<file path="src/common/opl3_defs.svh">
// OPL3 operator sizing macros

`ifndef OPL3_DEFS_SVH
`define OPL3_DEFS_SVH

// sample rate divide
`define SAMPLE_DIV 32  // system clocks per sample

// register field widths
`define FNUM_WIDTH 10  // frequency number
`define MULT_WIDTH 4   // frequency multiplier
`define BLOCK_WIDTH 3  // octave block
`define WS_WIDTH 2     // waveform select
`define ENV_WIDTH 4    // ar, dr, sl, rr
`define TL_WIDTH 6     // total level

// datapath widths
`define ATT_WIDTH 9     // attenuation, 0 loud .. 511 silent
`define PHASE_WIDTH 20  // phase accumulator
`define OUT_WIDTH 13    // signed output sample

`endif

</file>
<file path="src/common/opl3_pkg.sv">
// OPL3 operator shared types

`include "opl3_defs.svh"

package opl3_pkg;

    // phase word split for the sine lookup
    typedef struct packed {
        logic [1:0] quadrant;  // which quarter of the wave
        logic [7:0] index;     // quarter-sine table address
        logic [9:0] frac;      // sub-index phase, not looked up
    } phase_fields_t;

    // same accumulator word seen two ways
    typedef union packed {
        logic [`PHASE_WIDTH-1:0] raw;  // accumulator view
        phase_fields_t fields;         // lookup view
    } phase_t;

    // envelope generator states
    typedef enum logic [2:0] {
        ENV_IDLE,
        ENV_ATTACK,
        ENV_DECAY,
        ENV_SUSTAIN,
        ENV_RELEASE
    } env_state_t;

endpackage

</file>
<file path="src/verilog/sample_clk_div.sv">
// Sample rate enable divider

`timescale 1ns/1ps
`include "opl3_defs.svh"

module sample_clk_div (
    input  logic clk,
    input  logic rst_n,
    output logic sample_en  // one clock wide, once per sample
);

    localparam int CNT_W = $clog2(`SAMPLE_DIV);
    localparam logic [CNT_W-1:0] CNT_LAST = CNT_W'(`SAMPLE_DIV - 1);

    logic [CNT_W-1:0] cnt;

    // pulse is registered, so the first one lands SAMPLE_DIV clocks after reset
    always_ff @(posedge clk or negedge rst_n) begin
        if (!rst_n) begin
            cnt       <= '0;
            sample_en <= 1'b0;
        end else begin
            sample_en <= (cnt == CNT_LAST);  // wrap strobe
            if (cnt == CNT_LAST) begin
                cnt <= '0;  // modulo wrap
            end else begin
                cnt <= cnt + 1'b1;
            end
        end
    end

endmodule

</file>
<file path="src/operator/phase_generator.sv">
// Operator phase accumulator

`timescale 1ns/1ps
`include "opl3_defs.svh"

module phase_generator
    import opl3_pkg::*;
(
    input  logic                    clk,
    input  logic                    rst_n,
    input  logic                    sample_en,
    input  logic [`FNUM_WIDTH-1:0]  fnum,
    input  logic [`MULT_WIDTH-1:0]  mult,
    input  logic [`BLOCK_WIDTH-1:0] block,
    output phase_t                  phase
);

    // fnum shifted by the largest block, then times the largest mult
    localparam int SHIFT_W = `FNUM_WIDTH + (1 << `BLOCK_WIDTH) - 1;
    localparam int PROD_W  = SHIFT_W + `MULT_WIDTH;

    logic [SHIFT_W-1:0] fnum_shifted;  // octave scaled fnum
    logic [PROD_W-1:0]  step_full;     // per-sample increment

    always_comb begin
        fnum_shifted = SHIFT_W'(fnum) << block;  // one octave per block step
        if (mult == '0) begin
            step_full = PROD_W'(fnum_shifted >> 1);  // mult 0 means x0.5
        end else begin
            step_full = fnum_shifted * mult;
        end
    end

    // stage 1, phase moves once per sample and wraps freely
    always_ff @(posedge clk or negedge rst_n) begin
        if (!rst_n) begin
            phase <= '0;
        end else if (sample_en) begin
            phase.raw <= phase.raw + step_full[`PHASE_WIDTH-1:0];  // modulo add
        end
    end

endmodule

</file>
<file path="src/operator/envelope_generator.sv">
// ADSR envelope generator

`timescale 1ns/1ps
`include "opl3_defs.svh"

module envelope_generator
    import opl3_pkg::*;
(
    input  logic                  clk,
    input  logic                  rst_n,
    input  logic                  sample_en,
    input  logic                  kon,  // key on level
    input  logic                  egt,  // hold at sustain level when set
    input  logic [`ENV_WIDTH-1:0] ar,
    input  logic [`ENV_WIDTH-1:0] dr,
    input  logic [`ENV_WIDTH-1:0] sl,
    input  logic [`ENV_WIDTH-1:0] rr,
    output logic [`ATT_WIDTH-1:0] att  // 0 loud, all ones silent
);

    localparam logic [`ATT_WIDTH-1:0] ATT_MAX = '1;

    env_state_t state;
    logic       kon_q;  // kon as seen at the previous sample

    logic [`ATT_WIDTH-1:0] ar_step;    // attack step, ar x4
    logic [`ATT_WIDTH-1:0] sl_level;   // sustain target, sl x32
    logic [`ATT_WIDTH:0]   att_up_dr;  // extra bit catches overflow
    logic [`ATT_WIDTH:0]   att_up_rr;

    assign ar_step   = `ATT_WIDTH'({ar, 2'b00});
    assign sl_level  = `ATT_WIDTH'({sl, 5'b00000});
    assign att_up_dr = att + dr;
    assign att_up_rr = att + rr;

    // stage 1, stepped once per sample
    always_ff @(posedge clk or negedge rst_n) begin
        if (!rst_n) begin
            state <= ENV_IDLE;
            att   <= ATT_MAX;  // silent
            kon_q <= 1'b0;
        end else if (sample_en) begin
            kon_q <= kon;
            if (kon && !kon_q) begin
                state <= ENV_ATTACK;  // retrigger from the current level
            end else if (!kon && kon_q) begin
                state <= ENV_RELEASE;
            end else begin
                case (state)
                    ENV_ATTACK: begin
                        if (ar != '0) begin  // rate 0 holds
                            if (att <= ar_step) begin
                                att   <= '0;  // full level reached
                                state <= ENV_DECAY;
                            end else begin
                                att <= att - ar_step;
                            end
                        end
                    end
                    ENV_DECAY: begin
                        if (dr != '0) begin
                            if (att_up_dr >= {1'b0, sl_level}) begin
                                att   <= sl_level;  // clamp at sustain level
                                state <= egt ? ENV_SUSTAIN : ENV_RELEASE;
                            end else begin
                                att <= att_up_dr[`ATT_WIDTH-1:0];
                            end
                        end
                    end
                    ENV_SUSTAIN: begin
                        if (!egt) begin
                            state <= ENV_RELEASE;  // non-sustaining, keep falling
                        end
                    end
                    ENV_RELEASE: begin
                        if (rr != '0) begin
                            if (att_up_rr >= {1'b0, ATT_MAX}) begin
                                att   <= ATT_MAX;
                                state <= ENV_IDLE;  // fully silent
                            end else begin
                                att <= att_up_rr[`ATT_WIDTH-1:0];
                            end
                        end
                    end
                    ENV_IDLE: att <= ATT_MAX;
                    default:  state <= ENV_IDLE;
                endcase
            end
        end
    end

endmodule

</file>
<file path="src/operator/waveform_lookup.sv">
// Sine waveform lookup and attenuation

`timescale 1ns/1ps
`include "opl3_defs.svh"

module waveform_lookup
    import opl3_pkg::*;
(
    input  logic                         clk,
    input  logic                         rst_n,
    input  phase_t                       phase,
    input  logic [`WS_WIDTH-1:0]         ws,
    input  logic [`TL_WIDTH-1:0]         tl,
    input  logic [`ATT_WIDTH-1:0]        att,
    output logic signed [`OUT_WIDTH-1:0] out
);

    localparam int     MAG_W     = `OUT_WIDTH - 1;  // magnitude bits
    localparam int     ROM_DEPTH = 256;
    localparam longint SPAN      = 4 * ROM_DEPTH;   // half period in half-steps
    localparam longint SINE_PEAK = (1 << MAG_W) - 1;

    // rational sine approximation at entry centres, computed at elaboration
    function automatic logic [MAG_W-1:0] sine_entry(input int idx);
        longint p;
        longint num;
        longint den;
        p   = longint'(2 * idx + 1) * (SPAN - 1 - longint'(2 * idx));
        num = SINE_PEAK * 16 * p;
        den = 5 * SPAN * SPAN - 4 * p;
        return MAG_W'((num + den / 2) / den);
    endfunction

    logic [MAG_W-1:0] sine_rom [ROM_DEPTH];

    for (genvar i = 0; i < ROM_DEPTH; i++) begin : g_rom
        assign sine_rom[i] = sine_entry(i);  // constant quarter wave
    end

    logic [7:0]            rom_addr;
    logic                  neg;     // negative half of the wave
    logic                  mute;    // waveform blanks this quadrant
    logic [`ATT_WIDTH:0]   att_sum; // att plus tl x4, one carry bit
    logic [`ATT_WIDTH-1:0] att_sat;

    always_comb begin
        rom_addr = phase.fields.quadrant[0] ? ~phase.fields.index : phase.fields.index;
        neg      = phase.fields.quadrant[1];
        mute     = 1'b0;
        case (ws)
            2'd0: mute = 1'b0;  // full sine
            2'd1: mute = neg;   // half sine
            2'd2: neg = 1'b0;   // absolute sine
            default: begin      // quarter pulses
                mute = phase.fields.quadrant[0];
                neg  = 1'b0;
            end
        endcase
        att_sum = att + {tl, 2'b00};
        att_sat = att_sum[`ATT_WIDTH] ? '1 : att_sum[`ATT_WIDTH-1:0];  // saturate
    end

    logic [MAG_W-1:0]         mag_q;   // stage 2 table value
    logic                     neg_q;
    logic [`ATT_WIDTH-1:0]    gain_q;  // 511 minus attenuation
    logic [MAG_W+`ATT_WIDTH-1:0] prod;
    logic [MAG_W-1:0]         scaled;

    assign prod   = mag_q * gain_q;
    assign scaled = prod[MAG_W+`ATT_WIDTH-1:`ATT_WIDTH];  // >> 9

    always_ff @(posedge clk or negedge rst_n) begin
        if (!rst_n) begin
            mag_q  <= '0;
            neg_q  <= 1'b0;
            gain_q <= '0;
            out    <= '0;
        end else begin
            mag_q  <= mute ? '0 : sine_rom[rom_addr];  // stage 2
            neg_q  <= neg;
            gain_q <= ~att_sat;
            out    <= neg_q ? -$signed({1'b0, scaled}) : $signed({1'b0, scaled});  // stage 3
        end
    end

endmodule

</file>
<file path="src/operator/opl3_operator.sv">
// OPL3 FM operator top level

`timescale 1ns/1ps
`include "opl3_defs.svh"

module opl3_operator
    import opl3_pkg::*;
(
    input  logic                         clk,
    input  logic                         rst_n,
    input  logic                         kon,
    input  logic                         egt,
    input  logic [`FNUM_WIDTH-1:0]       fnum,
    input  logic [`MULT_WIDTH-1:0]       mult,
    input  logic [`BLOCK_WIDTH-1:0]      block,
    input  logic [`WS_WIDTH-1:0]         ws,
    input  logic [`ENV_WIDTH-1:0]        ar,
    input  logic [`ENV_WIDTH-1:0]        dr,
    input  logic [`ENV_WIDTH-1:0]        sl,
    input  logic [`ENV_WIDTH-1:0]        rr,
    input  logic [`TL_WIDTH-1:0]         tl,
    output logic signed [`OUT_WIDTH-1:0] out,
    output logic                         sample_valid  // out is new this cycle
);

    logic                  sample_en;
    phase_t                phase;
    logic [`ATT_WIDTH-1:0] att;
    logic [2:0]            valid_sr;  // tracks sample_en through stages 1..3

    sample_clk_div u_sample_clk_div (
        .clk       (clk),
        .rst_n     (rst_n),
        .sample_en (sample_en)
    );

    phase_generator u_phase_generator (
        .clk       (clk),
        .rst_n     (rst_n),
        .sample_en (sample_en),
        .fnum      (fnum),
        .mult      (mult),
        .block     (block),
        .phase     (phase)
    );

    envelope_generator u_envelope_generator (
        .clk       (clk),
        .rst_n     (rst_n),
        .sample_en (sample_en),
        .kon       (kon),
        .egt       (egt),
        .ar        (ar),
        .dr        (dr),
        .sl        (sl),
        .rr        (rr),
        .att       (att)
    );

    waveform_lookup u_waveform_lookup (
        .clk   (clk),
        .rst_n (rst_n),
        .phase (phase),
        .ws    (ws),
        .tl    (tl),
        .att   (att),
        .out   (out)
    );

    // three clocks of latency, matching the lookup pipeline
    always_ff @(posedge clk or negedge rst_n) begin
        if (!rst_n) begin
            valid_sr <= '0;
        end else begin
            valid_sr <= {valid_sr[1:0], sample_en};
        end
    end

    assign sample_valid = valid_sr[2];

endmodule

</file>
<file path="config.mk">
export PLATFORM = sky130hd
export DESIGN_NAME = opl3_operator
export DESIGN_NICKNAME = d
export VERILOG_FILES = /design/src/common/opl3_pkg.sv /design/src/verilog/sample_clk_div.sv /design/src/operator/phase_generator.sv /design/src/operator/envelope_generator.sv /design/src/operator/waveform_lookup.sv /design/src/operator/opl3_operator.sv
export VERILOG_INCLUDE_DIRS = /design/src /design/src/common
export SDC_FILE = /design/constraint.sdc
export NUM_CORES = 1
export LEC_CHECK = 0
export ABC_AREA = 1
export BUFFER_PORTS_ARGS = -buffer_cell sky130_fd_sc_hd__buf_2
export CAP_MARGIN = 40
export CELL_PAD_IN_SITES_DETAIL_PLACEMENT = 1
export CELL_PAD_IN_SITES_GLOBAL_PLACEMENT = 1
export CORE_ASPECT_RATIO = 0.8
export CORE_MARGIN = 2
export CORE_UTILIZATION = 46
export DETAILED_ROUTE_END_ITERATION = 8
export GPL_ROUTABILITY_DRIVEN = 0
export PLACE_DENSITY = 0.9
export SYNTH_ARGS = -nofsm -noshare
export SYNTH_HDL_FRONTEND = slang
export SYNTH_SLANG_ARGS = --single-unit
export TNS_END_PERCENT = 50
</file>
<file path="constraint.sdc">
create_clock -name clk -period 12.7 [get_ports clk]
set_input_delay 3.175 -clock clk [delete_from_list [all_inputs] [get_ports clk]]
set_output_delay 3.175 -clock clk [all_outputs]
set_load 0.05 [all_outputs]
</file>
==> flow_summary.ini, run 1 <==
[timing]
drv_slew = 0
setup_viol = 0
post-route-period-util = 0.710
rsz0062_at_grt = false
fmax_ghz = 0.111
fin_ws_ps = 3680
fin_setup_tns_ps = 0
tightest_slew_ps = 900
finalClockSkew_ps = 8.43
slew_headroom = 0.398
fin_crit_ps = 9020
hold_viol_final = 0

[worst_setup_path]
critPathMaxStageDelay_ps = 530
reg2reg_depth = 21
crit_path_end = u_phase_generator.phase[19]
cp.arrival_ps = 9260
cp.required_ps = 12940
worstReg2RegStart = u_waveform_lookup.gain_q[8]
slowest_stage = fa_1
start_kind = primary input
cp_common_cell = nand2_1
critPathCaptureType = register
reg2reg_slack_ps = 7230
reg2reg_to = u_waveform_lookup.out[10]
startpoint = block[0]
crit_type = in2reg
critPathMaxFanout = 13

[clocking]
holdBufCountCts = 0
clkTransAtPathRegs_ps = 70
cts_resized = 0
cts_buffer_depth = 2
clockRootBuffer = clkbuf_16
cts.sink_count = 77
cts-buffers-inserted = 9
post_cts_buffers = 0
cts_tree = yes
clock_latency_ps = 350
htreeDepth = 3

[yosys]
synth_top_area_frac = 0.165
synth.avg_cell_area_sq_um = 6.47
synth_top_area_cell = nand2_1
ys_seq_area_frac = 0.138
synth.area.top_cells = nand2_1 16%, fa_1 15%, dfrtp_1 12%, ha_1 11%, inv_1 10%
yosysWarnings = 0
ys_async_sr_fraction = 1.00
synthFlopType = dfrtp_1
synth_edf_count = 0
yosys.cell_types.count = 62
synth.cell_area_sq_um = 14100
netlist_instances = 2176
synth_nets = 2447
synth_seq_cells = 77

[finish]
n_antenna_cell = 0
multi_input_area_sq_um = 10300
area_delta_synth_final_pct = 6.15
drive_above_1_share = 0.0589
nets = 2456
regArea_sq_um = 1940
fillers = 4191

[detailed_routing]
avgViaCountPerCell = 5.75
routed_wl_microns = 48800
drt-pass1-iter-count = 5
wl_per_cell_microns = 18.8
vias = 15000
ant_nets = 0
drtIter0Drc = 1204
post-route-drc-count = 0

[floorplan]
initial_core_util = 0.466
die_area_sq_um = 32000
dieHeight_microns = 161
rows = 57
ios = 59
core_area_sq_um = 30200
die_w_microns = 200

[global_routing]
first_global_vias = 15700
grt_pass1_wl_microns = 79800
grt_max_degree = 55
grtUsageTotal = 0.311
overflow = 0
antenna_found_initial = 0

[placement]
dpl_worst_slack_ps = 3410
dp_hpwl_microns = 38200
io_buffers = 58

[run_status]
status = complete, no violations

[min_path]
hold_class = reg2reg
hold_start = valid_sr[1]

[flow_run]
max_cap_violations = 0
-- area by class of cell --
cell class | count | area share
clock inverters | 6 | 0.00418
clock buffers | 10 | 0.0153
repair buffers | 65 | 0.0244
flip-flops and latches | 77 | 0.130
multi-input cells | 1634 | 0.692
inverters | 398 | 0.0999
well taps | 413 | 0.0346
-- routing by layer --
metal  track usage  part of all wire
met4         0.111             0.034
met5             0                 0
met3        0.0477             0.069
met2         0.517              0.47
met1         0.410              0.42
-- Yosys cell counts, drive strengths merged (26+ instances only) --
cell type  instances
ha               121
buf               26
o21ai            143
nand3            114
dfrtp             68
xor2              40
a21oi            121
inv              394
nand2            629
fa               105
clkbuf            41
nor2             183
-- cells in the final DEF (no fill, tap or decap), types with 19 or more instances in the layout --
cell type,Yosys,layout
fa_1,105,105
inv_1,386,386
o211ai_1,19,19
nand3_1,114,114
xor2_1,36,36
o21ai_0,122,122
buf_2,12,57
o21ai_1,20,20
dfrtp_1,68,68
nor2_1,182,182
a21oi_1,121,121
xnor2_1,20,19
nand2_1,618,618
ha_1,121,121
-- state kept, by name (all words and copies together) (netlist names) --
register,flops
u_sample_clk_div.sample_en,1
u_envelope_generator.kon_q,1
u_envelope_generator.state,3
u_sample_clk_div.cnt,5
u_waveform_lookup.gain_q,9
u_phase_generator.phase,20
valid_sr,3
u_waveform_lookup.mag_q,12
u_envelope_generator.att,9
u_waveform_lookup.out,13
u_waveform_lookup.neg_q,1
-- through the flow --
stage | cells | hold slack, ps | utilization | area, sq um
after floorplan | 2176 | 331 | - | 14100
after global placement | 2586 | 335 | 0.484 | 14600
after detailed placement | 2587 | 340 | 0.485 | 14700
after CTS | 2603 | 357 | 0.494 | 15000
after global routing | 2603 | 374 | 0.494 | 15000
final | 2603 | 361 | 0.494 | 15000
-- kinds of logic (layout without fill, tap and decap cells) --
family,Yosys count,count (layout),synth area share
AO/OA/AOI/OAI,355,355,0.143
XOR/XNOR,64,64,0.0457
adder cells (fa/ha/maj),226,226,0.257
buffers and inverters,465,479,0.130
flip-flops,77,77,0.138
multiplexers,1,1,0.000711
AND/OR/NAND/NOR,988,988,0.287
-- worst min path at each step --
stage / endpoint / depth (start not counted)
6_report: valid_sr[2] / 0
2_1_floorplan: valid_sr[1] / 0
5_1_grt: valid_sr[2] / 0
4_1_cts: valid_sr[2] / 0
3_5_place_dp: valid_sr[2] / 0
3_3_place_gp: valid_sr[2] / 0
-- worst max-delay path: cells and delay by family --
family	cells	cell delay, ps
compound gates	8	2170
fa+ha+maj	4	1710
simple gates	17	1630
buf+inv	5	540
Power of run 1 is not shown: default switching activity piles up to over one toggle a cycle in this logic, so the estimate is an artifact.
==> inputs of run 2 (changes only) <==
==> constraint.sdc (replaced) <==
create_clock -name clk -period 9.09 [get_ports clk]
set_input_delay 2.2725 -clock clk [delete_from_list [all_inputs] [get_ports clk]]
set_output_delay 2.2725 -clock clk [all_outputs]
set_load 0.05 [all_outputs]
==> run 2 against run 1 <==
Die area did not move. Count of clock-buffer cells in the layout did not move. First-iteration DRC count rose by 0.25%. Global-route usage rose by 0.48 points. Wire length rose by 1.2%. Final cell count did not move. Largest cell class unchanged. Critical path type unchanged. Sequential cell count did not move. Utilization rose by 0.19 points. Hold slack improved by 1.6 ps. Setup slack got worse by 2700 ps. Register-to-register slack got worse by 3600 ps. Highest routed layer unchanged.
==> flow_summary.ini, run 2 (synthesis gave the netlist of run 1 again) <==
[run_status]
status = complete, no violations

[timing]
tightest_slew_ps = 906
holdWs_ps = 362
drv_slew = 0
hold_viol_final = 0
slew_headroom = 0.395
post-route-period-util = 0.891
fmax_ghz = 0.124
setup_viol = 0
rsz0062_at_grt = false
fin_crit_ps = 8100
finalClockSkew_ps = 5.53
fin_setup_tns_ps = 0

[floorplan]
initial_core_util = 0.466
ios = 59
rows = 57
dieHeight_microns = 161
die_area_sq_um = 32000
die_w_microns = 200
core_area_sq_um = 30200

[worst_setup_path]
reg2reg_slack_ps = 3630
startpoint = block[0]
cp.arrival_ps = 8340
critPathTopFamily = compound AO/OA/AOI/OAI gates
cp_common_cell = nand2_1
critPathCaptureType = register
cp_num_buf_inv = 5
slowest_stage = fa_1
critPathMaxFanout = 13
start_kind = primary input
cp.required_ps = 9340
critPathMaxStageDelay_ps = 530
worstReg2RegStart = u_waveform_lookup.gain_q[2]
crit_type = in2reg

[global_routing]
met2_usage = 0.526
grt_max_degree = 55
use_met1 = 0.414
grtUsageTotal = 0.316
antenna_found_initial = 0
overflow = 0
first_global_vias = 16000
grt_pass1_wl_microns = 81000
use_met3 = 0.0588
grt-busiest-layer = met2

[clocking]
clkTransAtPathRegs_ps = 70
cts.sink_count = 77
clock_latency_ps = 360
cts_tree = yes
clockRootBuffer = clkbuf_16
htreeDepth = 3
post_cts_buffers = 0
cts_buffer_depth = 2
cts-buffers-inserted = 9

[detailed_routing]
drtIter0Drc = 1207
ant_nets = 0
avgViaCountPerCell = 5.76
drt-pass1-iter-count = 5
post-route-drc-count = 0
routed_wl_microns = 49500
vias = 15000
wl_per_cell_microns = 19.0

[finish]
drive_above_1_share = 0.0589
top_regs = u_phase_generator.phase: 20 flops, u_waveform_lookup.out: 13 flops, u_waveform_lookup.mag_q: 12 flops
regMostFlops = u_phase_generator.phase
final_common_cell = nand2_1
nets = 2456
largest_reg_flops = 20
n_antenna_cell = 0
utilization = 0.496
layout_common_cells = 618 x nand2_1, 386 x inv_1, 182 x nor2_1
area_delta_synth_final_pct = 6.55

[min_path]
hold_start = valid_sr[1]
hold_class = reg2reg

[placement]
dp_hpwl_microns = 38200
io_buffers = 58

[flow_run]
max_cap_violations = 0
run 2: final cells by class:
class                   instances  area [sq um]
clock inverters                 6           119
well taps                     413           517
inverters                     398          1490
flip-flops and latches         77          1940
repair buffers                 65           365
fillers                      4160         15200
multi-input cells            1634         10300
clock buffers                  10           229
run 2: routing by layer:
layer  share of wire  vias up  wire length [microns]
met5               0        -                      0
met2            0.47      647                  23400
li1                -     6881                      -
met1            0.42     7334                  21000
met4           0.026        0                   1290
met3           0.076      139                   3750
run 2: path summary, 6_finish.rpt:
check                                                   end  cells after the start
worst max-delay path            u_phase_generator.phase[19]                     34
worst min-delay path                            valid_sr[2]                      0
worst max register to register    u_waveform_lookup.out[12]                     20
worst min register to register                  valid_sr[2]                      0
max in group asynchronous       u_envelope_generator.att[0]                      2
min in group asynchronous        u_waveform_lookup.mag_q[1]                      1
run 2: what timing repair did:
action / CTS / global route
resized for setup: 0 / 1
hold buffers: 0 / 0
setup endpoints to repair: 0 / 1
run 2: per-stage QoR:
| step | instance area (sq um) | worst slack, ps | cells |
|---|---|---|---|
| after floorplan | 14100 | 1820 | 2176 |
| after global placement | 14600 | 1110 | 2586 |
| after detailed placement | 14700 | 616 | 2587 |
| after CTS | 15000 | 978 | 2603 |
| after global routing | 15000 | 188 | 2603 |
| final | 15000 | 995 | 2603 |
run 2: worst reg2reg max path, delay by kind of cell (launching register included):
family	cells	cell delay, ps
xor+xnor	1	330
flops	1	740
fa+ha+maj	6	2610
compound gates	1	260
simple gates	8	1110
buf+inv	4	310
Power of run 2 is left out for the same reason.
==> inputs of run 3 (changes only) <==
--- a/config.mk
+++ b/config.mk
@@ -9,15 +9,14 @@
 export ABC_AREA = 1
 export BUFFER_PORTS_ARGS = -buffer_cell sky130_fd_sc_hd__buf_2
 export CAP_MARGIN = 40
-export CELL_PAD_IN_SITES_DETAIL_PLACEMENT = 1
-export CELL_PAD_IN_SITES_GLOBAL_PLACEMENT = 1
 export CORE_ASPECT_RATIO = 0.8
 export CORE_MARGIN = 2
-export CORE_UTILIZATION = 46
+export CORE_UTILIZATION = 44
 export DETAILED_ROUTE_END_ITERATION = 8
 export GPL_ROUTABILITY_DRIVEN = 0
-export PLACE_DENSITY = 0.9
+export PLACE_DENSITY = 0.67
 export SYNTH_ARGS = -nofsm -noshare
 export SYNTH_HDL_FRONTEND = slang
+export SYNTH_HIERARCHICAL = 1
 export SYNTH_SLANG_ARGS = --single-unit
 export TNS_END_PERCENT = 50
==> run 3 against run 2 <==
Design area rose by 2.4%. Hold slack got worse by 12 ps. Die area rose by 7.6%. Area after synthesis rose by 3.1%. Sequential cell count did not move. Sequential share of layout area fell by 0.30 points.
==> flow_summary.ini, run 3 <==
[finish]
largest_reg_flops = 20
utilization = 0.473
layout_common_cells = 667 x nand2_1, 387 x inv_1, 185 x nor2_1
nets = 2523
finalNonFillerCells = 2684
regMostFlops = u_phase_generator/phase
final_common_cell = nand2_1
area_delta_synth_final_pct = 5.78
top_regs = u_phase_generator/phase: 20 flops, u_waveform_lookup/out: 13 flops, u_waveform_lookup/mag_q: 12 flops
drive_above_1_share = 0.0793
fillers = 3329
n_antenna_cell = 0

[yosys]
yosys.cell_types.count = 69
ys_top_cells_by_count = 667 x nand2_1, 387 x inv_1, 185 x nor2_1
synth_top_area_cell = nand2_1
synth.avg_cell_area_sq_um = 6.48
ys_seq_area_frac = 0.133
synth_seq_cells = 77
synth.cell_area_sq_um = 14500
synthFlopType = dfrtp_1
netlist_instances = 2241
ys_async_sr_fraction = 1.00
synth.area.top_cells = nand2_1 17%, fa_1 14%, dfrtp_1 12%, ha_1 10%, inv_1 10%
synth_edf_count = 0
synth.most_common_cell = nand2_1
yosysWarnings = 6
synth_nets = 2512
synth_top_area_frac = 0.172

[timing]
fmax_ghz = 0.139
rsz0062_at_grt = false
post-route-period-util = 0.792
setup_viol = 0
drv_slew = 0
fin_setup_tns_ps = 0
fin_ws_ps = 1890
finalClockSkew_ps = 9.38
hold_viol_final = 0
tightest_slew_ps = 966
slew_headroom = 0.354
fin_crit_ps = 7200

[clocking]
clockRootBuffer = clkbuf_16
holdBufCountCts = 0
cts_buffer_depth = 2
cts-buffers-inserted = 9
clkTransAtPathRegs_ps = 60
htreeDepth = 3
cts_tree = yes
cts_resized = 0
cts.sink_count = 77
clock_latency_ps = 350
post_cts_buffers = 0

[worst_setup_path]
critPathTopFamily = adder cells
critPathMaxStageDelay_ps = 540
slowest_stage = fa_1
cp.arrival_ps = 7470
cp_common_cell = nand2_1
cp.required_ps = 9360
start_kind = primary input
critPathCaptureType = register
critPathMaxFanout = 14
crit_type = in2reg
reg2reg_slack_ps = 4010
cp_num_buf_inv = 4

[placement]
dp.cells = 2668
dp_hpwl_microns = 32400
dpl_worst_slack_ps = 1640
io_buffers = 58

[global_routing]
antenna_found_initial = 0
grt_max_degree = 66
grtUsageTotal = 0.239
overflow = 0
first_global_vias = 14100
grt_pass1_wl_microns = 68900

[detailed_routing]
vias = 14700
routed_wl_microns = 40700
avgViaCountPerCell = 5.49
drtIter0Drc = 1997
drt-pass1-iter-count = 6
ant_nets = 0
post-route-drc-count = 0
wl_per_cell_microns = 15.1

[run_status]
status = complete, no violations

[floorplan]
dieHeight_microns = 167
rows = 59
core_area_sq_um = 32500
die_w_microns = 207
die_area_sq_um = 34500
ios = 59
initial_core_util = 0.447

[min_path]
hold_class = reg2reg

[flow_run]
max_cap_violations = 0
-- run 3: cell types whose count changed in the layout (fill, tap and decap cells not counted), sizes merged, moves of 5 or more --
| cell | delta |
|---|---|
| o211ai | -10 |
| inv | +14 |
| nor2 | +15 |
| nand2 | +52 |
| xor2 | -10 |
| o21ai | -20 |
| nand4 | +5 |
| nor4 | -5 |
| a21oi | -7 |
| nand3 | +32 |
-- run 3: area by class of cell --
| class | instances | area (sq um) | area share |
|---|---|---|---|
| Inverter | 411 | 1540 | 0.100 |
| Sequential cell | 77 | 1940 | 0.126 |
| Multi-Input combinational cell | 1688 | 10700 | 0.697 |
| Timing Repair Buffer | 65 | 345 | 0.0225 |
| Tap cell | 427 | 534 | 0.0348 |
| Clock inverter | 6 | 71.3 | 0.00464 |
| Clock buffer | 10 | 229 | 0.0149 |
-- run 3: through the flow --
stage               hold slack [ps]  instance area [sq um]
finish                          351                  15400
detailed placement              339                  15100
global route                    371                  15400
global placement                333                  15100
CTS                             354                  15400
floorplan                       331                  14500
-- run 3: path summary, 6_finish.rpt --
check | startpoint | to | cells past startpoint
max in group asynchronous | rst_n | u_phase_generator/phase[0] | 2
min reg2reg | valid_sr[0] | valid_sr[1] | 0
min | valid_sr[0] | valid_sr[1] | 0
max reg2reg | u_waveform_lookup/gain_q[0] | u_waveform_lookup/out[6] | 24
min in group asynchronous | rst_n | u_waveform_lookup/mag_q[10] | 1
max | block[0] | u_phase_generator/phase[17] | 27
-- run 3: logic make-up after synthesis --
kind of cell,after synthesis,synth area share
adder cells (fa/ha/maj),226,0.249
XOR/XNOR,51,0.0388
flip-flops,77,0.133
buffers and inverters,476,0.130
multiplexers,2,0.00138
AO/OA/AOI/OAI,319,0.127
AND/OR/NAND/NOR,1090,0.321
-- run 3: metal layers --
metal  GRT usage  part of all wire  up-vias
met5           0                 0        -
met4      0.0590             0.023        0
met3      0.0500              0.10      116
met2       0.362              0.41      717
met1       0.348              0.46     6814
li1            -                 -     7076
Power of run 3 is left out for the same reason.
